$ cat config.mk
export PLATFORM = sky130hd
export DESIGN_NAME = fp_div_unit
export DESIGN_NICKNAME = d
export VERILOG_FILES = /design/src/hdl/fp_div_pkg.sv /design/src/hdl/fp_div_core.sv /design/src/hdl/fp_div_round.sv /design/src/hdl/fp_div_unit.sv /design/src/hdl/fp_operand_classify.sv /design/src/hdl/mantissa_div_radix2.sv
export SDC_FILE = /design/constraint.sdc
export NUM_CORES = 1
export LEC_CHECK = 0
export BUFFER_PORTS_ARGS = -buffer_cell sky130_fd_sc_hd__buf_2
export CAP_MARGIN = 0
export CORE_ASPECT_RATIO = 1.5
export CORE_UTILIZATION = 60
export CTS_CLUSTER_DIAMETER = 150
export CTS_CLUSTER_SIZE = 8
export DETAILED_ROUTE_END_ITERATION = 8
export GPL_TIMING_DRIVEN = 0
export PLACE_DENSITY_LB_ADDON = 0.1
export SLEW_MARGIN = 20
export SYNTH_ARGS = -nofsm -noshare
export SYNTH_HDL_FRONTEND = slang
export SYNTH_SLANG_ARGS = --single-unit
$ cat constraint.sdc
create_clock -name clk -period 16 [get_ports clk]
set_input_delay 3.2 -clock clk [delete_from_list [all_inputs] [get_ports clk]]
set_output_delay 3.2 -clock clk [all_outputs]
set_load 0.02 [all_outputs]
$ cat src/hdl/fp_div_pkg.sv
//~~~~~~~~~~~~~~~~~~~~~~~~~~~~~~~~~~~~~~~~~~~~~~~~~~~~~~~~~~
// shared constants and types of the binary32 divide unit
// import into every RTL file and the testbench
//~~~~~~~~~~~~~~~~~~~~~~~~~~~~~~~~~~~~~~~~~~~~~~~~~~~~~~~~~~
package fp_div_pkg;

    // binary32 format
    localparam int FLEN       = 32;
    localparam int EXPO_WIDTH = 8;
    localparam int FRAC_WIDTH = 23;
    localparam int BIAS       = 127;

    // integer bit, fraction bits, guard and round
    localparam int QUO_WIDTH = FRAC_WIDTH + 3;

    // quiet NaN returned for every NaN result
    localparam logic [FLEN-1:0] CANONICAL_NAN = 32'h7fc0_0000;

    // RISC-V rm field encoding
    typedef enum logic [2:0] {
        RNE = 3'd0,
        RTZ = 3'd1,
        RDN = 3'd2,
        RUP = 3'd3,
        RMM = 3'd4
    } round_mode_e;

    // mantissa divider sequencing
    typedef enum logic [1:0] {
        DIV_IDLE,
        DIV_RUN,
        DIV_DONE
    } div_state_e;

    // bit positions in the 5-bit fflags vector
    localparam int FLAG_NV = 4;
    localparam int FLAG_DZ = 3;
    localparam int FLAG_OF = 2;
    localparam int FLAG_UF = 1;
    localparam int FLAG_NX = 0;

endpackage

$ cat src/hdl/fp_div_core.sv
//~~~~~~~~~~~~~~~~~~~~~~~~~~~~~~~~~~~~~~~~~~~~~~~~~~~~~~~~~~
// division control: operand capture, special cases, divider
// launch, exponent and the result held until acknowledged
//~~~~~~~~~~~~~~~~~~~~~~~~~~~~~~~~~~~~~~~~~~~~~~~~~~~~~~~~~~
module fp_div_core #(
    parameter int TAG_WIDTH = 4
) (
    input  logic                              clk,
    input  logic                              rst_n,
    input  logic                              start,
    input  fp_div_pkg::round_mode_e           rm,
    input  logic [TAG_WIDTH-1:0]              tag,
    input  logic                              a_sign,
    input  logic                              b_sign,
    input  logic [fp_div_pkg::EXPO_WIDTH-1:0] a_expo,
    input  logic [fp_div_pkg::EXPO_WIDTH-1:0] b_expo,
    input  logic [fp_div_pkg::FRAC_WIDTH:0]   a_sig,
    input  logic [fp_div_pkg::FRAC_WIDTH:0]   b_sig,
    input  logic                              a_zero,
    input  logic                              a_inf,
    input  logic                              a_snan,
    input  logic                              a_qnan,
    input  logic                              b_zero,
    input  logic                              b_inf,
    input  logic                              b_snan,
    input  logic                              b_qnan,
    input  logic                              result_ack,
    output logic                              busy,
    output logic                              result_valid,
    output logic [fp_div_pkg::FLEN-1:0]       result,
    output logic [4:0]                        fflags,
    output logic [TAG_WIDTH-1:0]              result_tag
);
    import fp_div_pkg::*;

    localparam int XW = EXPO_WIDTH + 2;

    // registered operation
    logic                  a_sign_r, b_sign_r;
    logic [EXPO_WIDTH-1:0] a_expo_r, b_expo_r;
    logic [FRAC_WIDTH:0]   a_sig_r, b_sig_r;
    logic                  a_zero_r, a_inf_r, a_snan_r, a_qnan_r;
    logic                  b_zero_r, b_inf_r, b_snan_r, b_qnan_r;
    round_mode_e           rm_r;
    logic [TAG_WIDTH-1:0]  tag_r;

    logic                  accept, op_loaded, special_fire, div_start, div_done, capture;
    logic                  invalid, div_by_zero, out_nan, out_inf, out_zero, early_terminate;
    logic                  res_sign;
    logic [FLEN-1:0]       special_result;
    logic signed [XW-1:0]  expo_calc;

    // rounding stage inputs, held while the divider runs
    logic                  rnd_sign, rnd_special, rnd_invalid, rnd_dz;
    logic [FLEN-1:0]       rnd_special_result;
    logic signed [XW-1:0]  rnd_expo;
    logic [QUO_WIDTH-1:0]  quotient;
    logic                  sticky;
    logic [FLEN-1:0]       packed_result;
    logic [4:0]            round_flags;

    assign accept  = start & ~busy;
    assign capture = special_fire | div_done;

    always_ff @(posedge clk) begin
        if (accept) begin
            {a_sign_r, b_sign_r} <= {a_sign, b_sign};
            {a_expo_r, b_expo_r} <= {a_expo, b_expo};
            {a_sig_r, b_sig_r}   <= {a_sig, b_sig};
            {a_zero_r, a_inf_r, a_snan_r, a_qnan_r} <= {a_zero, a_inf, a_snan, a_qnan};
            {b_zero_r, b_inf_r, b_snan_r, b_qnan_r} <= {b_zero, b_inf, b_snan, b_qnan};
            rm_r  <= rm;
            tag_r <= tag;
        end
    end

    // special cases
    assign invalid = (a_zero_r & b_zero_r) | (a_inf_r & b_inf_r) | a_snan_r | b_snan_r;
    assign div_by_zero     = ~a_zero_r & ~a_inf_r & ~a_snan_r & ~a_qnan_r & b_zero_r;
    assign out_nan         = invalid | a_qnan_r | b_qnan_r;
    assign out_inf         = ~out_nan & (div_by_zero | a_inf_r);
    assign out_zero        = ~out_nan & (a_zero_r | b_inf_r);
    assign early_terminate = out_nan | out_inf | out_zero;
    assign res_sign        = a_sign_r ^ b_sign_r;

    always_comb begin
        if (out_nan) begin
            special_result = CANONICAL_NAN;
        end else if (out_inf) begin
            special_result = {res_sign, {EXPO_WIDTH{1'b1}}, {FRAC_WIDTH{1'b0}}};
        end else begin
            special_result = {res_sign, {(FLEN-1){1'b0}}};
        end
    end

    // biased exponent before normalization
    assign expo_calc = {2'b00, a_expo_r} - {2'b00, b_expo_r} + XW'(BIAS);

    always_ff @(posedge clk) begin
        if (op_loaded) begin
            rnd_sign           <= res_sign;
            rnd_expo           <= expo_calc;
            rnd_special        <= early_terminate;
            rnd_special_result <= special_result;
            rnd_invalid        <= invalid;
            rnd_dz             <= div_by_zero;
        end
    end

    always_ff @(posedge clk or negedge rst_n) begin
        if (!rst_n) begin
            busy         <= 1'b0;
            op_loaded    <= 1'b0;
            special_fire <= 1'b0;
            div_start    <= 1'b0;
            result_valid <= 1'b0;
        end else begin
            op_loaded    <= accept;
            special_fire <= op_loaded & early_terminate;
            div_start    <= op_loaded & ~early_terminate;
            if (accept) begin
                busy <= 1'b1;
            end else if (result_valid && result_ack) begin
                busy <= 1'b0;
            end
            if (capture) begin
                result_valid <= 1'b1;
            end else if (result_ack) begin
                result_valid <= 1'b0;
            end
        end
    end

    always_ff @(posedge clk) begin
        if (capture) begin
            result     <= packed_result;
            fflags     <= round_flags;
            result_tag <= tag_r;
        end
    end

    mantissa_div_radix2 i_mant_div (
        .clk      (clk),
        .rst_n    (rst_n),
        .div_start(div_start),
        .dividend (a_sig_r),
        .divisor  (b_sig_r),
        .quotient (quotient),
        .sticky   (sticky),
        .div_done (div_done)
    );

    fp_div_round i_round (
        .sign          (rnd_sign),
        .expo          (rnd_expo),
        .quotient      (quotient),
        .sticky        (sticky),
        .rm            (rm_r),
        .special       (rnd_special),
        .special_result(rnd_special_result),
        .invalid       (rnd_invalid),
        .div_by_zero   (rnd_dz),
        .packed_result (packed_result),
        .fflags        (round_flags)
    );

endmodule

$ cat src/hdl/fp_div_round.sv
//~~~~~~~~~~~~~~~~~~~~~~~~~~~~~~~~~~~~~~~~~~~~~~~~~~~~~~~~~~
// normalize, round and pack the quotient into binary32
// combinational, also passes special results through
//~~~~~~~~~~~~~~~~~~~~~~~~~~~~~~~~~~~~~~~~~~~~~~~~~~~~~~~~~~
module fp_div_round (
    input  logic                                  sign,
    input  logic signed [fp_div_pkg::EXPO_WIDTH+1:0] expo,
    input  logic [fp_div_pkg::QUO_WIDTH-1:0]      quotient,
    input  logic                                  sticky,
    input  fp_div_pkg::round_mode_e               rm,
    input  logic                                  special,
    input  logic [fp_div_pkg::FLEN-1:0]           special_result,
    input  logic                                  invalid,
    input  logic                                  div_by_zero,
    output logic [fp_div_pkg::FLEN-1:0]           packed_result,
    output logic [4:0]                            fflags
);
    import fp_div_pkg::*;

    localparam int XW = EXPO_WIDTH + 2;

    logic [QUO_WIDTH-1:0]  sig_norm;
    logic signed [XW-1:0]  expo_norm, expo_rnd;
    logic [FRAC_WIDTH:0]   mant;
    logic [FRAC_WIDTH+1:0] mant_rnd;
    logic [FRAC_WIDTH-1:0] frac_rnd;
    logic                  guard, rest, inexact, round_up, carry;
    logic                  overflow, underflow, max_finite;

    // quotient lies in (0.5, 2), so one left shift at most
    always_comb begin
        if (quotient[QUO_WIDTH-1]) begin
            sig_norm  = quotient;
            expo_norm = expo;
        end else begin
            sig_norm  = {quotient[QUO_WIDTH-2:0], 1'b0};
            expo_norm = expo - XW'(1);
        end
    end

    assign mant    = sig_norm[QUO_WIDTH-1:2];
    assign guard   = sig_norm[1];
    assign rest    = sig_norm[0] | sticky;
    assign inexact = guard | rest;

    always_comb begin
        case (rm)
            RNE:     round_up = guard & (rest | mant[0]);
            RTZ:     round_up = 1'b0;
            RDN:     round_up = inexact & sign;
            RUP:     round_up = inexact & ~sign;
            RMM:     round_up = guard;
            default: round_up = 1'b0;
        endcase
    end

    // carry out of 1.11..1 renormalizes to 1.0
    assign mant_rnd = {1'b0, mant} + (FRAC_WIDTH+2)'(round_up);
    assign carry    = mant_rnd[FRAC_WIDTH+1];
    assign frac_rnd = carry ? mant_rnd[FRAC_WIDTH:1] : mant_rnd[FRAC_WIDTH-1:0];
    assign expo_rnd = expo_norm + XW'(carry);

    assign overflow  = expo_rnd >= XW'((1 << EXPO_WIDTH) - 1);
    assign underflow = expo_rnd <= XW'(0);

    // directed modes that never round away from zero
    assign max_finite = (rm == RTZ) | ((rm == RDN) & ~sign) | ((rm == RUP) & sign);

    always_comb begin
        fflags = '0;
        if (special) begin
            packed_result   = special_result;
            fflags[FLAG_NV] = invalid;
            fflags[FLAG_DZ] = div_by_zero;
        end else if (overflow) begin
            if (max_finite) begin
                packed_result = {sign, {(EXPO_WIDTH-1){1'b1}}, 1'b0, {FRAC_WIDTH{1'b1}}};
            end else begin
                packed_result = {sign, {EXPO_WIDTH{1'b1}}, {FRAC_WIDTH{1'b0}}};
            end
            fflags[FLAG_OF] = 1'b1;
            fflags[FLAG_NX] = 1'b1;
        end else if (underflow) begin
            // flushed, no subnormal output
            packed_result   = {sign, {(FLEN-1){1'b0}}};
            fflags[FLAG_UF] = 1'b1;
            fflags[FLAG_NX] = 1'b1;
        end else begin
            packed_result   = {sign, expo_rnd[EXPO_WIDTH-1:0], frac_rnd};
            fflags[FLAG_NX] = inexact;
        end
    end

endmodule

$ cat src/hdl/fp_div_unit.sv
//~~~~~~~~~~~~~~~~~~~~~~~~~~~~~~~~~~~~~~~~~~~~~~~~~~~~~~~~~~
// binary32 divide unit top level, start pulse in, result
// held with result_valid until result_ack
//~~~~~~~~~~~~~~~~~~~~~~~~~~~~~~~~~~~~~~~~~~~~~~~~~~~~~~~~~~
module fp_div_unit #(
    parameter int TAG_WIDTH = 4
) (
    input  logic                        clk,
    input  logic                        rst_n,
    input  logic                        start,
    input  logic [fp_div_pkg::FLEN-1:0] a,
    input  logic [fp_div_pkg::FLEN-1:0] b,
    input  fp_div_pkg::round_mode_e     rm,
    input  logic [TAG_WIDTH-1:0]        tag,
    input  logic                        result_ack,
    output logic                        busy,
    output logic                        result_valid,
    output logic [fp_div_pkg::FLEN-1:0] result,
    output logic [4:0]                  fflags,
    output logic [TAG_WIDTH-1:0]        result_tag
);
    import fp_div_pkg::*;

    logic                  a_sign, b_sign;
    logic [EXPO_WIDTH-1:0] a_expo, b_expo;
    logic [FRAC_WIDTH:0]   a_sig, b_sig;
    logic                  a_zero, a_inf, a_snan, a_qnan;
    logic                  b_zero, b_inf, b_snan, b_qnan;

    fp_operand_classify i_classify (
        .a(a), .b(b),
        .a_sign(a_sign), .b_sign(b_sign),
        .a_expo(a_expo), .b_expo(b_expo),
        .a_sig(a_sig), .b_sig(b_sig),
        .a_zero(a_zero), .a_inf(a_inf), .a_snan(a_snan), .a_qnan(a_qnan),
        .b_zero(b_zero), .b_inf(b_inf), .b_snan(b_snan), .b_qnan(b_qnan)
    );

    fp_div_core #(.TAG_WIDTH(TAG_WIDTH)) i_core (
        .clk(clk), .rst_n(rst_n), .start(start), .rm(rm), .tag(tag),
        .a_sign(a_sign), .b_sign(b_sign),
        .a_expo(a_expo), .b_expo(b_expo),
        .a_sig(a_sig), .b_sig(b_sig),
        .a_zero(a_zero), .a_inf(a_inf), .a_snan(a_snan), .a_qnan(a_qnan),
        .b_zero(b_zero), .b_inf(b_inf), .b_snan(b_snan), .b_qnan(b_qnan),
        .result_ack(result_ack), .busy(busy), .result_valid(result_valid),
        .result(result), .fflags(fflags), .result_tag(result_tag)
    );

endmodule

$ cat src/hdl/fp_operand_classify.sv
//~~~~~~~~~~~~~~~~~~~~~~~~~~~~~~~~~~~~~~~~~~~~~~~~~~~~~~~~~~
// splits both operands into fields and flags special values
// purely combinational, subnormals are reported as zero
//~~~~~~~~~~~~~~~~~~~~~~~~~~~~~~~~~~~~~~~~~~~~~~~~~~~~~~~~~~
module fp_operand_classify (
    input  logic [fp_div_pkg::FLEN-1:0]       a,
    input  logic [fp_div_pkg::FLEN-1:0]       b,
    output logic                              a_sign,
    output logic                              b_sign,
    output logic [fp_div_pkg::EXPO_WIDTH-1:0] a_expo,
    output logic [fp_div_pkg::EXPO_WIDTH-1:0] b_expo,
    output logic [fp_div_pkg::FRAC_WIDTH:0]   a_sig,
    output logic [fp_div_pkg::FRAC_WIDTH:0]   b_sig,
    output logic                              a_zero,
    output logic                              a_inf,
    output logic                              a_snan,
    output logic                              a_qnan,
    output logic                              b_zero,
    output logic                              b_inf,
    output logic                              b_snan,
    output logic                              b_qnan
);
    import fp_div_pkg::*;

    // returns {zero, inf, snan, qnan} for one operand
    function automatic logic [3:0] special_flags(input logic [FLEN-1:0] op);
        logic [EXPO_WIDTH-1:0] expo;
        logic [FRAC_WIDTH-1:0] frac;
        logic                  expo_max;
        expo     = op[FLEN-2 -: EXPO_WIDTH];
        frac     = op[FRAC_WIDTH-1:0];
        expo_max = &expo;
        return {~|expo,
                expo_max & ~|frac,
                expo_max & |frac & ~frac[FRAC_WIDTH-1],
                expo_max & frac[FRAC_WIDTH-1]};
    endfunction

    // hidden bit set for any nonzero exponent
    function automatic logic [FRAC_WIDTH:0] significand(input logic [FLEN-1:0] op);
        return {|op[FLEN-2 -: EXPO_WIDTH], op[FRAC_WIDTH-1:0]};
    endfunction

    assign a_sign = a[FLEN-1];
    assign b_sign = b[FLEN-1];
    assign a_expo = a[FLEN-2 -: EXPO_WIDTH];
    assign b_expo = b[FLEN-2 -: EXPO_WIDTH];
    assign a_sig  = significand(a);
    assign b_sig  = significand(b);

    assign {a_zero, a_inf, a_snan, a_qnan} = special_flags(a);
    assign {b_zero, b_inf, b_snan, b_qnan} = special_flags(b);

endmodule

$ cat src/hdl/mantissa_div_radix2.sv
//~~~~~~~~~~~~~~~~~~~~~~~~~~~~~~~~~~~~~~~~~~~~~~~~~~~~~~~~~~
// restoring radix-2 significand divider, one quotient bit
// per cycle, pulse div_start and wait for div_done
//~~~~~~~~~~~~~~~~~~~~~~~~~~~~~~~~~~~~~~~~~~~~~~~~~~~~~~~~~~
module mantissa_div_radix2 (
    input  logic                             clk,
    input  logic                             rst_n,
    input  logic                             div_start,
    input  logic [fp_div_pkg::FRAC_WIDTH:0]  dividend,
    input  logic [fp_div_pkg::FRAC_WIDTH:0]  divisor,
    output logic [fp_div_pkg::QUO_WIDTH-1:0] quotient,
    output logic                             sticky,
    output logic                             div_done
);
    import fp_div_pkg::*;

    // remainder stays below twice the divisor
    localparam int REM_WIDTH = FRAC_WIDTH + 2;
    localparam int CNT_WIDTH = $clog2(QUO_WIDTH);

    div_state_e           state;
    logic [CNT_WIDTH-1:0] iter_cnt;
    logic [REM_WIDTH-1:0] rem;
    logic [REM_WIDTH-1:0] rem_next;
    logic [REM_WIDTH:0]   trial;
    logic                 q_bit;

    // trial subtract, borrow means the divisor does not fit
    assign trial    = {1'b0, rem} - {2'b00, divisor};
    assign q_bit    = ~trial[REM_WIDTH];
    assign rem_next = q_bit ? trial[REM_WIDTH-1:0] : rem;

    always_ff @(posedge clk or negedge rst_n) begin
        if (!rst_n) begin
            state    <= DIV_IDLE;
            iter_cnt <= '0;
        end else begin
            unique case (state)
                DIV_IDLE: begin
                    if (div_start) begin
                        state    <= DIV_RUN;
                        iter_cnt <= '0;
                    end
                end
                DIV_RUN: begin
                    iter_cnt <= iter_cnt + 1'b1;
                    if (iter_cnt == CNT_WIDTH'(QUO_WIDTH - 1)) begin
                        state <= DIV_DONE;
                    end
                end
                default: state <= DIV_IDLE;
            endcase
        end
    end

    always_ff @(posedge clk) begin
        if (state == DIV_IDLE && div_start) begin
            rem <= {1'b0, dividend};
        end else if (state == DIV_RUN) begin
            rem      <= {rem_next[REM_WIDTH-2:0], 1'b0};
            quotient <= {quotient[QUO_WIDTH-2:0], q_bit};
        end
    end

    // quotient and remainder hold until the next launch
    assign sticky   = |rem;
    assign div_done = (state == DIV_DONE);

endmodule

# After elaboration in Yosys (flattened, before gate mapping)
# Cells that the tools add are included.
# totals
word_cells,155
output_inout_bits,43
regBits,231
# classes
n_mux,25
n_bitwise,52
eq_ne,9
reduce_logical,23
order_cmp,2
addsub,7
# op_table
cell,count
$mux 24,4
$mux 31,3
$reduce_or 23->1,2
$mux 32,1
$mux 26,1
$sub 25x24->26,1
$add 24x1->25,1
$reduce_or 25->1,1
$and 1x1->1,24
$mux 23,1
$reduce_and 8->1,2
$reduce_or 8->1,2
$or 1x1->1,15
$not 1->1,12
$add 10x1->10,1
$add 10x7->10 const B,1
$ge 10x9->1 const B,1
$le 10x1->1 const B,1
$mux 10,1
$pmux 5 s2,1
$sub 10x2->10 const B,1
$sub 8x8->9,1
$mux 1,8
$reduce_bool 2->1,4
20 further kinds,28

# Depth between registers and ports, before layout
# Gate-level depths: netlist of the first run.
# depth
ltp_word,12
depth_mapped,28

# By module
# From an unflattened synthesis of the first run, not the netlist that was laid out.
# hier_totals
cells_unflattened,1075
hier_area_um2,11798.8
# modules_own_cells
module,seq_area_each_um2,cells_per_inst,area_per_inst_um2,instances
fp_div_core,4299.1,256,5084.9,1
mantissa_div_radix2,1696.6,363,3609.7,1
fp_div_round,0.0,354,2396.0,1
fp_operand_classify,0.0,102,708.2,1

# Worst setup path before layout of the first run
# No wires, ideal clock.
# synth_path
path_type,input port to flip-flop
from,input start
to,"register i_core.a_expo_r[0], enable pin"
n_path_buf,0
setup_ns,0.530
stages,1
setup_slack_ns,8.704
arrival_ns,6.766
path_cell_list,nor2b_1
# synth_via
elab_chain_cells,1
# synth_rtl
element,line_no,rtl
"start, declared",fp_div_unit.sv:10,"input logic start,"
$and 1x1->1,fp_div_core.sv:62,assign accept = start & ~busy;
"end signal, assigned",fp_div_core.sv:68,"{a_expo_r, b_expo_r} <= {a_expo, b_expo};"
"end, declared",fp_div_core.sv:40,"logic [EXPO_WIDTH-1:0] a_expo_r, b_expo_r;"
# Every way passes these cells.
# A chain may end at the register's enable or synchronous reset.

# Worst setup path after layout of the first run
# layout_path
from,register i_core.i_mant_div.quotient[25] (netlist name)
to,"register i_core.result[17] (netlist name), data pin"
# layout_via
elab_chain_cells,11
elab_cells_between_ends,17
cone_classes,2 x add/sub; 2 x order compare; 7 x mux; 6 x bitwise
# layout_rtl
element,line_no,rtl
"start, declared",mantissa_div_radix2.sv:11,"output logic [fp_div_pkg::QUO_WIDTH-1:0] quotient,"
"start signal, assigned",mantissa_div_radix2.sv:61,"quotient <= {quotient[QUO_WIDTH-2:0], q_bit};"
$mux 26,fp_div_round.sv:32,if (quotient[QUO_WIDTH-1]) begin
$or 1x1->1,fp_div_round.sv:43,assign rest = sig_norm[0] | sticky;
"$or 1x1->1, on equally long branches","fp_div_round.sv:44, fp_div_round.sv:48",
"$and 1x1->1, on equally long branches","fp_div_round.sv:51, fp_div_round.sv:48, fp_div_round.sv:50",
$pmux 1 s4,fp_div_round.sv:47,case (rm)
$add 24x1->25,fp_div_round.sv:58,"assign mant_rnd = {1'b0, mant} + (FRAC_WIDTH+2)'(round_up);"
$add 10x1->10,fp_div_round.sv:61,assign expo_rnd = expo_norm + XW'(carry);
$le 10x1->1,fp_div_round.sv:64,assign underflow = expo_rnd <= XW'(0);
$mux 31,fp_div_round.sv:83,end else if (underflow) begin
$mux 31 *,fp_div_round.sv:75,end else if (overflow) begin
$mux 32 *,fp_div_round.sv:71,if (special) begin
"end signal, assigned",fp_div_core.sv:136,result <= packed_result;
"end, declared",fp_div_core.sv:30,"output logic [fp_div_pkg::FLEN-1:0] result,"
# Mark *: on every way between the ends. The rest lies on a longest branch, timed or not.

==> out/summary.md, run 1 <==
The flow ran to the end, but the final reports show violations. The final reports fail on design-rule violations. The tools report the synthesized net count as 1077. The final-layout worst hold slack came out at 0.4178 ns.

The critical path in this run is classified as reg -> reg. CTS saw 202 sinks. Setup violations remaining at the end of the flow were counted as 0. The number of buffers created by CTS is 29, and the transition time of the tightest slew-check pin is 1.043 ns. Detailed routing inserted a total of 7967 vias. The tools report the total congestion overflow as 0. The run gives 0 as the initial antenna violation count. The number of antenna diodes in the final layout is 0. Max-cap violations in this run came to 0.

The category of the worst setup path capture point was a flip-flop. The top cell type by area accounts for 52.24% of the synthesized area. The highest achievable clock rate came out at 0.1317 GHz.

Buffers added to address setup during post-CTS repair amount to 0. For this run, the total global-route usage over all layers was measured as 25.64%. Of the synthesized area, sequential elements account for 55.19%. The final-report max-slew violation count came out at 0. The initial utilization of the core area, before any placement, comes to 61.84%. Measured against its own limit, the worst slew margin works out to 30.36%.

STA puts the critical path data arrival time at 7.86 ns. In this run the remaining antenna-violating nets after routing total 0. Sorting the synthesized cells by area gives the leading types as edfxtp_1 52%, ha_1 4.7%, nor2_1 3.1%. The number of distinct standard cells referenced by the synthesized netlist is 70. During I/O placement, the number of pins put on the boundary was 118. The worst-case IR drop observed on VDD is 0.08936 mV. Worst setup skew after layout: 0.01612 ns. After the last flow step, the layout net total stands at 1228. The first detailed-routing pass took 8 iterations. Critical path launch point type: a flip-flop. Worst min-delay path category: reg -> reg. The largest area contributor in the netlist was edfxtp_1. For the area inside the core boundary, the log shows 17570 um^2. For this design, the CTS-stage hold fixing added 0 buffers. Average size of a mapped cell: 11.33 um^2. The initialized floorplan defines 59 standard-cell rows. The synthesized design contains 202 register bits. At the end of routability-driven placement, the weighted congestion stood at 0.9186. The clock transition at the registers of the reported paths was 0.05 ns.

The quantity of I/O buffers inserted on ports works out to 117. The first routing iteration left 403 violations. The run gives 0 as the quantity of gates resized following cts.

In the routed layout, each cell is associated on average with a via count of 5.923. After detailed routing, the number of remaining DRC violations is 6. The post-route netlist has 16.34% of its cells at a drive strength greater than 1. Entering global routing, the biggest net connects 38 pins.

The clock passes through at most 3 buffers. Detailed placement ended at an HPWL of 17360 um. Counting the fill cells in the layout gives 1351. Compared with the post-synthesis result, the final layout area differs by 16.03%. The run gives 0 as the final hold violation count.

In this run the power density over the cells is 105.5 nW/um^2. The final period demand of the worst path is 7.593 ns. The number of global-route vias before repair was 7950; the routed length per placed instance was 17.27 um. The worst-path maximum fanout is 10. At the worst endpoint, the required time is 16.26 ns. Setup repair after global routing left no endpoint under its margin. The level count of the clock H-tree is 1, and the aggregate negative setup slack is 0 ns. The logs give 0.52 ns for the insertion delay to the later sink of the worst-skew pair and 37860 um for the wire length of the first global-routing pass. The tools report the post-synth design cell area as 10860 um^2.

The final layout contains routed wiring with a total length of 23230 um. Flip-flop cell with the highest count after synthesis: edfxtp_1. The worst path uses 47.45% of the clock period.

Of all flip-flops after synthesis, the portion carrying an async set or reset was 5.941%. The CTS root buffer is clkbuf_16. The synthesized netlist cell count is 959, and the static leakage is 4.903 nW. The floorplan step defined a die boundary enclosing 18660 um^2. TritonCTS built the clock tree. The floorplan step set the die width to 111.9 um.

Counting flops with a built-in enable in the synthesized netlist gives 189. The chip height was 166.8 um. The Yosys step of the flow raised 0 warnings.
## final cells by class
class	instances	area (um^2)	share of cell area [%]
Sequential cell	202	5996	47.56
Multi-Input combinational cell	661	4469	35.45
Clock buffer	52	812.0	6.442
Timing Repair Buffer	120	645.6	5.122
Tap cell	213	266.5	2.114
Inverter	61	229.0	1.816
Buffer	35	178.9	1.419
Clock inverter	1	8.758	0.06948
## where the power goes
group | leakage [nW] | internal, mW | switching, mW
logic | 2.64 | 0.0608 | 0.0935
registers | 1.87 | 0.613 | 0.0156
clock network | 0.389 | 0.337 | 0.210
total | 4.90 | 1.01 | 0.319
## worst max-delay path: stages, from the launching register on
cell	delay [ns]
edfxtp_1	0.32
buf_4	0.20
buf_2	0.30
buf_1	0.61
clkbuf_1	0.52
clkbuf_1	0.57
nand2_1	0.10
nand2_1	0.10
ha_1	0.20
nand3_1	0.16
or3_1	0.34
clkbuf_1	0.22
nor4_1	0.29
and3_1	0.19
clkbuf_1	0.33
ha_1	0.26
ha_1	0.32
nand2b_1	0.09
mux2_2	0.32
o2bb2a_1	0.35
o21ai_0	0.17
or3b_1	0.37
nor4_1	0.35
nand2b_1	0.31
buf_4	0.23
o41ai_1	0.10
## kinds of logic after synthesis
kind of cell	count (synthesis)	share of synthesized area [%]
AO/OA/AOI/OAI	180	11.51
XOR/XNOR	68	5.482
flip-flops	202	55.19
buffers and inverters	96	3.754
multiplexers	32	3.040
adder cells (fa/ha/maj)	43	5.090
AND/OR/NAND/NOR	338	15.94
## synthesized netlist by cell type, drive strengths merged (4+ instances only)
cell type / count
nor4: 38
clkbuf: 22
and3: 13
nand4: 18
a221o: 6
xnor2: 37
o31ai: 13
a31oi: 18
xor2: 31
and2: 10
nor2: 92
o21bai: 4
buf: 13
inv: 61
nand3: 22
nand2b: 13
a21oi: 30
o21a: 9
o21ai: 31
nand2: 70
mux2i: 24
a21o: 19
or3: 9
o41ai: 12
ha: 41
edfxtp: 189
nor3: 23
dfrtp: 12
a211oi: 7
or2: 4
mux2: 8
nor2b: 11
## registers in the layout, summed over array words and instances, names as in the netlist, 5 cells and up
signal and flops:
i_core.a_expo_r 8, i_core.a_sig_r 24, i_core.b_expo_r 8, i_core.b_sig_r 24, i_core.fflags 5, i_core.i_mant_div.iter_cnt 5
i_core.i_mant_div.quotient 26, i_core.i_mant_div.rem 25, i_core.result 32, i_core.rnd_expo 10
## routing by layer
metal / GRT usage, % / part of all wire, %
met3: 3.748 / 4.4
met2: 47.80 / 53
met4: 15.69 / 5.7
met1: 26.79 / 37
met5: 0 / 0
## stage by stage
stage                     instances  total power [mW]  util (%)  setup slack (ns)  area [um^2]
after floorplan                 959            0.7416         -             8.704        10860
after global placement         1289            0.7873     66.69             7.124        11720
after detailed placement       1292            0.7919     67.08             8.549        11790
after CTS                      1345             1.337     71.75             8.549        12610
after global routing           1345             1.380     71.75             7.992        12610
final                          1345             1.330     71.75             8.407        12610
## layout by cell type, fill, tap and decap left out, types with 3 or more instances in the layout
cell type,instances
edfxtp_1,189
buf_2,122
nor2_1,90
nand2_1,70
inv_1,60
clkbuf_1,45
ha_1,41
xnor2_1,37
nor4_1,35
o21ai_0,31
xor2_1,31
a21oi_1,30
clkbuf_16,29
mux2i_1,24
nor3_1,23
nand3_1,22
nand4_1,18
a21o_1,18
a31oi_1,18
nand2b_1,13
and3_1,13
o31ai_1,13
o41ai_1,12
dfrtp_1,12
nor2b_1,10
and2_1,10
o21a_1,9
or3_1,9
mux2_2,8
a211oi_1,7
a221o_1,6
o21bai_1,4
or2_2,4
buf_6,4
buf_4,3
o211ai_1,3
and3b_1,3
o221ai_1,3
buf_12,3
## worst paths after layout
check                           cells after the start  slack [ns]                         endpoint                                      from
worst max-delay path                               25        8.41  i_core.result[17]$_SDFFCE_PP0P_  i_core.i_mant_div.quotient[25]$_DFFE_PP_
worst min-delay path                                0        0.42   i_core.result_tag[1]$_DFFE_PP_                 i_core.tag_r[1]$_DFFE_PP_
worst max register to register                     25        8.41  i_core.result[17]$_SDFFCE_PP0P_  i_core.i_mant_div.quotient[25]$_DFFE_PP_
worst min register to register                      0        0.42   i_core.result_tag[1]$_DFFE_PP_                 i_core.tag_r[1]$_DFFE_PP_
max in group asynchronous                           1       13.21       i_core.op_loaded$_DFF_PN0_                                     rst_n
min in group asynchronous                           1        2.55          i_core.busy$_DFFE_PN0P_                                     rst_n
Note: power is estimated with default switching activity, not from simulation.
==> run 2: changes to the inputs <==
CORE_UTILIZATION = 54   (was 60)
clock period = 6.4 ns   (was 16 ns; I/O delays follow)
==> run 2 against run 1 <==
Effect of this change:
- the run now ends clean
- critical path depth unchanged
- worst hold slack better by 0.00072 ns
- non-clock buffer count unchanged
- clock skew fell by 0.0031 ns
- sequential power rose by 150%
- global-route usage decreased by 2.8 points
- die area grew 11%
- core utilization fell by 7.1 points
- critical endpoint is now i_core.result[19]$_SDFFCE_PP0P_
- largest cell class unchanged
==> out/summary.md, run 2 (synthesized netlist as in run 1, its figures left out) <==
The run gives 0.8162 mW as the net switching power. The worst hold path passes through 0 cells. The worst setup path is launched from a flip-flop.

The area inside the core boundary was 19710 um^2; the floorplan die width was 117.8 um. In the finished design, the share of the clock period the worst path needs comes to 93.81%. Once detail routing completed, the nets flagged for antenna violations numbered 0. For this configuration, the core starts out at a cell density of 55.13%. At the placement stage, the worst setup path has a slack of -1.121 ns.

In the final layout, the share of cells above drive strength 1 is 17.21%. In the layout the commonest cells are 189 x edfxtp_1, 121 x buf_2, 90 x nor2_1. Combinational group share of total power: 11.7%. The sequential power share is 46.9%, and the tightest slew margin relative to the limit is 26.68%. The hold-critical path endpoint was i_core.result_tag[3]$_DFFE_PP_. Detailed placement finished with a half-perimeter wire length of 17800 um. On the critical path, the stage with the largest delay is an instance of edfxtp_1. The congestion estimate from routability-driven global placement came to 0.8744. The run gives 7748 as the number of global-route vias before repair. The depth of the most critical reg-to-reg path was 25. The ratio of total power to cell area was 263.0 nW/um^2. The worst hold path begins at i_core.tag_r[3]$_DFFE_PP_. The tools report the die area as 20700 um^2. The total routing resource utilization after global routing was 22.86%; the number of setup violations in the final report was 0. The flow ran to the end, and the final reports show no timing, DRC or antenna violations. In this run the critical register-to-register path is captured at i_core.result[19]$_SDFFCE_PP0P_. The tools report the filler cell count in the final layout as 1621.

The run gives 0.1666 GHz as the highest achievable clock rate. The final-layout worst hold slack came out at 0.4185 ns. The critical setup path kind was reg -> reg. The tools report the count of max-cap constraint violations as 0. The count of buffers added on input and output ports is 117.

Across the VDD grid, the largest voltage drop is 0.3394 mV. The routed length per placed instance works out to 16.85 um. The first global-routing pass estimated 37580 um of wire. Compared with the post-synthesis result, the final layout area differs by 17.26%.

The instance count on the critical path works out to 25. The worst path meets setup with 0.3961 ns of slack. The min-delay analysis places its worst path in the category reg -> reg. In the routed design, unresolved DRC markers number 0. Summed over all layers, the global routing overflow is 0.

Buffer levels on the longest clock path: 3. The level count of the clock H-tree was 1; the flip-flop count of the largest register after layout was 32. Counting every sink on the clock net gives 202.

Grouping stages by cell kind, the critical path spends the most delay in simple AND/OR/NAND/NOR gates. In this run the core area contains 63 standard-cell rows. The I/O pin total was 118. For this run, the slowest stage of the critical path takes 0.46 ns. The run gives 0 as the final hold violation count.

The iteration count of the initial detailed-routing pass came out at 5. Net switching is 24.36% of the power. The tools report the reg-to-reg critical path startpoint as i_core.rm_r[1]$_DFFE_PP_. Entering global routing, the biggest net connects 36 pins. Summing all multi-input logic gate instances after layout gives 4497 um^2. The final-report max-slew violation count is 0, and the static leakage is 4.934 nW. The insertion delay to the later sink of the worst-skew pair is 0.53 ns. The clock network accounts for 41.4% of the total power. The register with the highest flop count was i_core.result. The chip height works out to 175.7 um. Data on the critical path is required at its endpoint by 6.71 ns. For the number of nets in the final layout, the log shows 1228. The final period demand of the worst path works out to 6.004 ns. TritonCTS built the clock tree. The transition time of the tightest slew-check pin was 1.099 ns.

The setup check on the worst reg-to-reg path leaves a slack of 0.40 ns. Buffers inserted during clock tree synthesis total 29. STA puts the critical path data arrival time at 6.32 ns. The largest registers in the layout are i_core.result (32), i_core.i_mant_div.quotient (26), i_core.i_mant_div.rem (25).

Dividing the detail-routed via count by the number of cells gives 5.704. The logs give 344 for the number of design-rule violations left by the first detailed-router iteration and 23470 um for the wire length reported by the detailed router. The cell repeated most along the worst path was ha_1. Power comes to 3.351 mW. The worst setup skew after layout was 0.01299 ns. STA classifies the critical path endpoint as a flip-flop. The worst-path maximum fanout works out to 10. The run gives 0 as the initial antenna violation count. The clock transition at the registers of the reported paths is 0.05 ns. Cell internal power was estimated by the tool at 2.534 mW. Final cell utilization of the core: 64.65%.

0 antenna diodes ended up in the layout. The critical path buffer and inverter count is 3. The most common cell after layout, fill and taps aside was edfxtp_1. The area of all placed cells without fillers was 12740 um^2; the total number of vias was 7945.

Across the whole layout, storage elements account for 5996 um^2. The tools report the CTS root buffer as clkbuf_16. Cell area after placement: 11870 um^2.
run 2: power by group through the flow:
stage / registers (mW) / clock network [mW] / logic (mW)
floorplan: 1.61 / 0 / 0.247
global placement: 1.60 / 0 / 0.371
detailed placement: 1.60 / 0 / 0.391
CTS: 1.57 / 1.40 / 0.391
global route: 1.58 / 1.46 / 0.434
finish: 1.57 / 1.39 / 0.393
run 2: layout make-up:
class                   instances  share of cell area (%)
repair buffers                123                   5.402
clock inverters                 2                  0.1375
flip-flops and latches        202                   47.06
clock buffers                  52                   6.374
multi-input cells             661                   35.30
inverters                      61                   1.797
well taps                     260                   2.554
plain buffers                  32                   1.375
run 2: per-stage QoR:
| stage | TNS [ns] | instances |
|---|---|---|
| CTS | 0 | 1391 |
| global placement | -82.68 | 1336 |
| detailed placement | -32.37 | 1340 |
| floorplan | 0 | 959 |
| global route | -0.01313 | 1393 |
| finish | 0 | 1393 |
run 2: worst max path at each step:
stage / startpoint / end / slack (ns)
finish: i_core.rm_r[1]$_DFFE_PP_ / i_core.result[19]$_SDFFCE_PP0P_ / 0.40
global route: i_core.rm_r[1]$_DFFE_PP_ / i_core.result[15]$_SDFFCE_PP0P_ / -0.01
CTS: i_core.rm_r[1]$_DFFE_PP_ / i_core.result[19]$_SDFFCE_PP0P_ / 0.06
detailed placement: i_core.i_mant_div.quotient[25]$_DFFE_PP_ / i_core.result[19]$_SDFFCE_PP0P_ / -1.12
global placement: i_core.i_mant_div.quotient[25]$_DFFE_PP_ / i_core.result[17]$_SDFFCE_PP0P_ / -1.04
floorplan: i_core.i_mant_div.quotient[25]$_DFFE_PP_ / i_core.result[13]$_SDFFCE_PP0P_ / 0.49
run 2: worst reg2reg max path: cells and delay by family (launching register included):
kind	cells	cell delay, ns
AO/OA/AOI/OAI	5	0.96
adder cells (fa/ha/maj)	5	1.16
AND/OR/NAND/NOR	10	2.12
flip-flops	1	0.46
buffers and inverters	3	0.54
XOR/XNOR	1	0.24
multiplexers	1	0.31
run 2: repair_timing:
item | in CTS | in global routing
hold buffers | 0 | 0
pin swaps | 0 | 2
resized for setup | 4 | 7
setup buffers | 0 | 2
endpoints found under the setup margin | 34 | 30
gates cloned | 0 | 0
run 2: metal layers:
metal / routed length, um / up-vias / global-route usage (%) / share of wire (%)
met4: 1180 / 0 / 12.29 / 5.0
met5: 0 / - / 0 / 0
met3: 842 / 62 / 2.597 / 3.6
met1: 8723 / 3766 / 23.61 / 37
met2: 12730 / 212 / 44.49 / 54
li1: - / 3905 / - / -
==> run 3: changes to the inputs <==
GPL_TIMING_DRIVEN = 1   (was 0)
SYNTH_HIERARCHICAL = 1   (was unset)
==> run 3 against run 2 <==
Effect of this change:
- core utilization down 3.2 points
- die area rose by 8.5%
- fmax increased by 1.3%
- sequential power is essentially flat
- worst hold slack lost 0.0050 ns
- clock-buffer cell count decreased by 12
- clock skew rose by 0.0015 ns
- power decreased by 1.8%
- clock power fell by 4%
- area after synthesis grew 8.6%
- setup slack gained 0.080 ns
- wire length is 5.0% higher
- largest power group unchanged
- highest routed layer unchanged
==> out/summary.md, run 3 <==
Based on the critical path, the design can be clocked at up to 0.1688 GHz. The CTS root buffer is clkbuf_16. In this run the register-to-register setup slack is 0.48 ns. The post-place setup slack was 0.2739 ns; the level count of the clock H-tree was 1. The floorplan die width works out to 122.7 um. Synthesis produced 1075 cells.

The run gives 8223 as the total number of vias. After layout, the minimum clock period comes to 5.924 ns. The area inside the core boundary was 21230 um^2; the I/O pin total was 118. The post-CTS setup-driven buffer insertion count is 0. The number of buffers created by CTS is 29. Across the VDD grid, the largest voltage drop is 0.2085 mV.

STA classifies the critical path startpoint as a flip-flop. The largest area contributor in the netlist is edfxtp_1. The count of synthesis-stage warnings from yosys was 6. The initial antenna violation count was 0.

In this design, the largest share of critical-path delay is due to simple AND/OR/NAND/NOR gates. Routability-driven placement finished with a final weighted congestion of 0.8983. Most common cell in the synthesized netlist: edfxtp_1. Max-cap violations in this run came to 0. Measured along the y axis, the die boundary spans 183.0 um. The number of enable-type register cells in the synthesized netlist is 189, and the quantity of gates resized following cts is 0. For this run, design rule violations remaining after detail routing come to 0.

In this run the biggest area consumer among cell types represents 48.10% of the synthesized area. In the synthesized netlist the dominant register cell turns out to be edfxtp_1. The total congestion overflow was 0; the placement row count was 65. Clock skew on the completed layout was measured at 0.01445 ns. The tools report the number of setup violations in the final report as 0. The post-route netlist has 17.49% of its cells at a drive strength greater than 1. For this run, the post-layout net count is 1285. The share of the Yosys chip area taken by registers is 50.82%. After synthesis, the mean cell area works out to 10.98 um^2. Port buffering added 117 buffers. Reg-to-reg critical path startpoint: i_core/i_mant_div/rem[5]$_DFFE_PP_.

The register with the most flip-flops in the layout has 32 of them. Setup repair after global routing left no endpoint under its margin. For the number of design-rule violations left by the first detailed-router iteration, the log shows 384.

The depth of the most critical reg-to-reg path works out to 23. Leaving out fill and tap cells, the most frequent cell in the layout is edfxtp_1. After clock tree synthesis, the flow added hold-fix buffers numbering 0. After synthesis the netlist holds a flip-flop and latch count of 202. The share of total power dissipated in combinational logic is 11.8%.

The sequential power share is 47.7%, and the wire length of the first global-routing pass is 39610 um. For this design, the sink count on the clock tree is 202. The wire length reported by the detailed router was 24650 um; the portion of the clock cycle consumed by the worst path in the final layout was 92.57%. The maximum number of pins on one net before global-route repair is 57, and the net switching power is 0.7926 mW. Of the total power, the clock network draws 40.5%. Summed over all failing endpoints, the final setup total negative slack is 0 ns. The transition time of the tightest slew-check pin is 1.055 ns, and the final-report max-slew violation count is 0. Critical setup path kind: reg -> reg. Counting both buffers and inverters, the worst setup path holds a total of 0. Placed wire-length estimate: 18370 um. The run gives 6.19 ns as the arrival time of the worst setup path. Register with the highest flop count: i_core/result. The tools report the static leakage as 4.981 nW.

The hold-critical path endpoint was i_core/result_tag[0]$_DFFE_PP_. Buffer levels on the longest clock path: 3. The total routing resource utilization after global routing came out at 22.51%. The internal power is 2.497 mW, and the tightest slew margin relative to the limit is 29.56%. The run gives 0 as the final hold violation count.

For the required time at the worst-slack endpoint, the log shows 6.67 ns. Number of global-route vias before repair: 8120. In this run the worst hold path is classified as reg -> reg. Relative to the synthesized area, the layout overhead comes to 10.63%. The tools report the die area as 22460 um^2. The routed length per placed instance came out at 17.05 um.

The repair_antennas step left the layout with diodes totalling 0. For this design, the slowest cell found on the critical path is nor4_4. The synthesized netlist occupies a cell area of 11800 um^2. In this run the most critical hold path is launched from i_core/tag_r[0]$_DFFE_PP_. Counting instances, the worst hold path has a depth of 0. The flow ran to the end, and the final reports show no timing, DRC or antenna violations. The detailed-route vias per instance is 5.687.

The async set or reset register ratio after synthesis works out to 5.941%. After clock tree synthesis, the clock-pin slew on the worst setup and hold paths is 0.05 ns. For this run, the share of the core covered by cells in the final layout is 61.49%. The tools report the worst flop-to-flop path endpoint as i_core/result[21]$_DFFE_PP_. The worst-path maximum fanout is 11.

Walking the worst path, the cells encountered are nor4_1 > nand2_1 > nor4_1 > nand4_1 > nor2_1 > nor2_1 > o221ai_1 > o21ai_0 > ha_1 > ha_1 > nand2_1 > nor4_4 > nand3_1 > nor4_4 > ha_1 > nand2_1 > a21oi_1 > o22ai_1 > nor4b_1 > o311ai_0 > and3b_1 > nand3_4 > o22ai_1. Net switching is 24.10% of the power. The remaining number of nets flagged by the antenna check after routing was 0. In the final layout, the registers with the most flip-flops are i_core/result (32), i_core/i_mant_div/quotient (26), i_core/i_mant_div/rem (25). The initial standard-cell utilization of the core was 55.59%. For this design the ratio of total power to cell area is 252.0 nW/um^2. The first TritonRoute pass finished after 4 iterations. Once routing completed, OpenROAD measured the worst setup slack at 0.4757 ns.

Counting instances in the post-synthesis netlist gives the leading cell types as 189 x edfxtp_1, 90 x nor2_1, 87 x nand2_1. The category of the worst setup path capture point was a flip-flop. For the worst-skew pair, the clock arrives at the later sink with an insertion delay of 0.54 ns. TritonCTS built the clock tree. By area the synthesized netlist is led by edfxtp_1 48%, ha_1 4.5%, buf_4 4.3%.

In this run, distinct cell masters in the synthesized netlist total 95. The delay contributed by the slowest stage of the critical path is 0.59 ns. The top cell types in the final layout, fill and taps aside, are 189 x edfxtp_1, 117 x buf_2, 90 x nor2_1.
==> run 3: cell count changes in the layout (fill, tap and decap cells not counted), sizes merged, moves of 11 or more <==
cell / change
a21oi: +11
buf: -12
clkbuf: -33
conb: +34
nand2: +17
o22ai: +28
o41ai: -12
==> run 3: power by group through the flow <==
| stage | logic (mW) | clock network, mW | registers (mW) |
|---|---|---|---|
| floorplan | 0.299 | 0 | 1.60 |
| global placement | 0.386 | 0 | 1.59 |
| detailed placement | 0.388 | 0 | 1.59 |
| CTS | 0.390 | 1.37 | 1.57 |
| global route | 0.431 | 1.42 | 1.58 |
| finish | 0.388 | 1.33 | 1.57 |
==> run 3: final cells by class <==
class	instances	area, um^2
Clock buffer	40	767.0
Tap cell	268	335.3
Inverter	57	216.5
Clock inverter	2	17.52
Fill cell	1763	8174
Sequential cell	202	5996
Timing Repair Buffer	122	623.1
Multi-Input combinational cell	755	5097
==> run 3: worst max-delay path by stage <==
| stage | to | cells past startpoint | startpoint |
|---|---|---|---|
| finish | i_core/result[21]$_DFFE_PP_ | 23 | i_core/i_mant_div/rem[5]$_DFFE_PP_ |
| global route | i_core/result[21]$_DFFE_PP_ | 23 | i_core/i_mant_div/rem[5]$_DFFE_PP_ |
| CTS | i_core/result[21]$_DFFE_PP_ | 23 | i_core/i_mant_div/rem[5]$_DFFE_PP_ |
| detailed placement | i_core/result[21]$_DFFE_PP_ | 23 | i_core/i_mant_div/rem[5]$_DFFE_PP_ |
| global placement | i_core/result[21]$_DFFE_PP_ | 23 | i_core/i_mant_div/rem[5]$_DFFE_PP_ |
| floorplan | i_core/result[12]$_DFFE_PP_ | 23 | i_core/i_mant_div/quotient[25]$_DFFE_PP_ |
==> run 3: worst register-to-register path: cells and delay by family, from the launching register on <==
kind                       cells  cell delay [ns]
and+or+nand+nor               14             3.21
DFF                            1             0.45
adders and majority gates      3             0.72
AOI/OAI and AO/OA              6             1.28
==> run 3: routing by layer <==
metal | GRT usage, % | vias up | part of all wire (%)
met2 | 41.91 | 219 | 54
met4 | 10.59 | 0 | 4.2
met3 | 3.172 | 61 | 3.9
li1 | - | 4101 | -
met1 | 24.56 | 3842 | 38
met5 | 0 | - | 0
==> run 3: cell families (layout without fill, tap and decap cells) <==
| logic type | count (synthesis) | count (layout) | synth area share (%) |
|---|---|---|---|
| adder cells (fa/ha/maj) | 43 | 43 | 4.624 |
| XOR/XNOR | 69 | 69 | 5.122 |
| flip-flops | 202 | 202 | 50.82 |
| buffers and inverters | 151 | 221 | 7.285 |
| multiplexers | 26 | 26 | 2.375 |
| AO/OA/AOI/OAI | 225 | 225 | 13.99 |
| other | 1 | 34 | 0.03178 |
| AND/OR/NAND/NOR | 358 | 358 | 15.76 |
==> run 3: per-stage QoR <==
step	cells	cell area, um^2	hold WS (ns)	power, mW
after global routing	1446	13050	0.4187	3.431
after CTS	1446	13040	0.4134	3.328
after detailed placement	1404	12250	0.4045	1.982
final	1446	13050	0.4135	3.289
after global placement	1404	12250	0.4039	1.978
after floorplan	1108	11930	0.4003	1.903
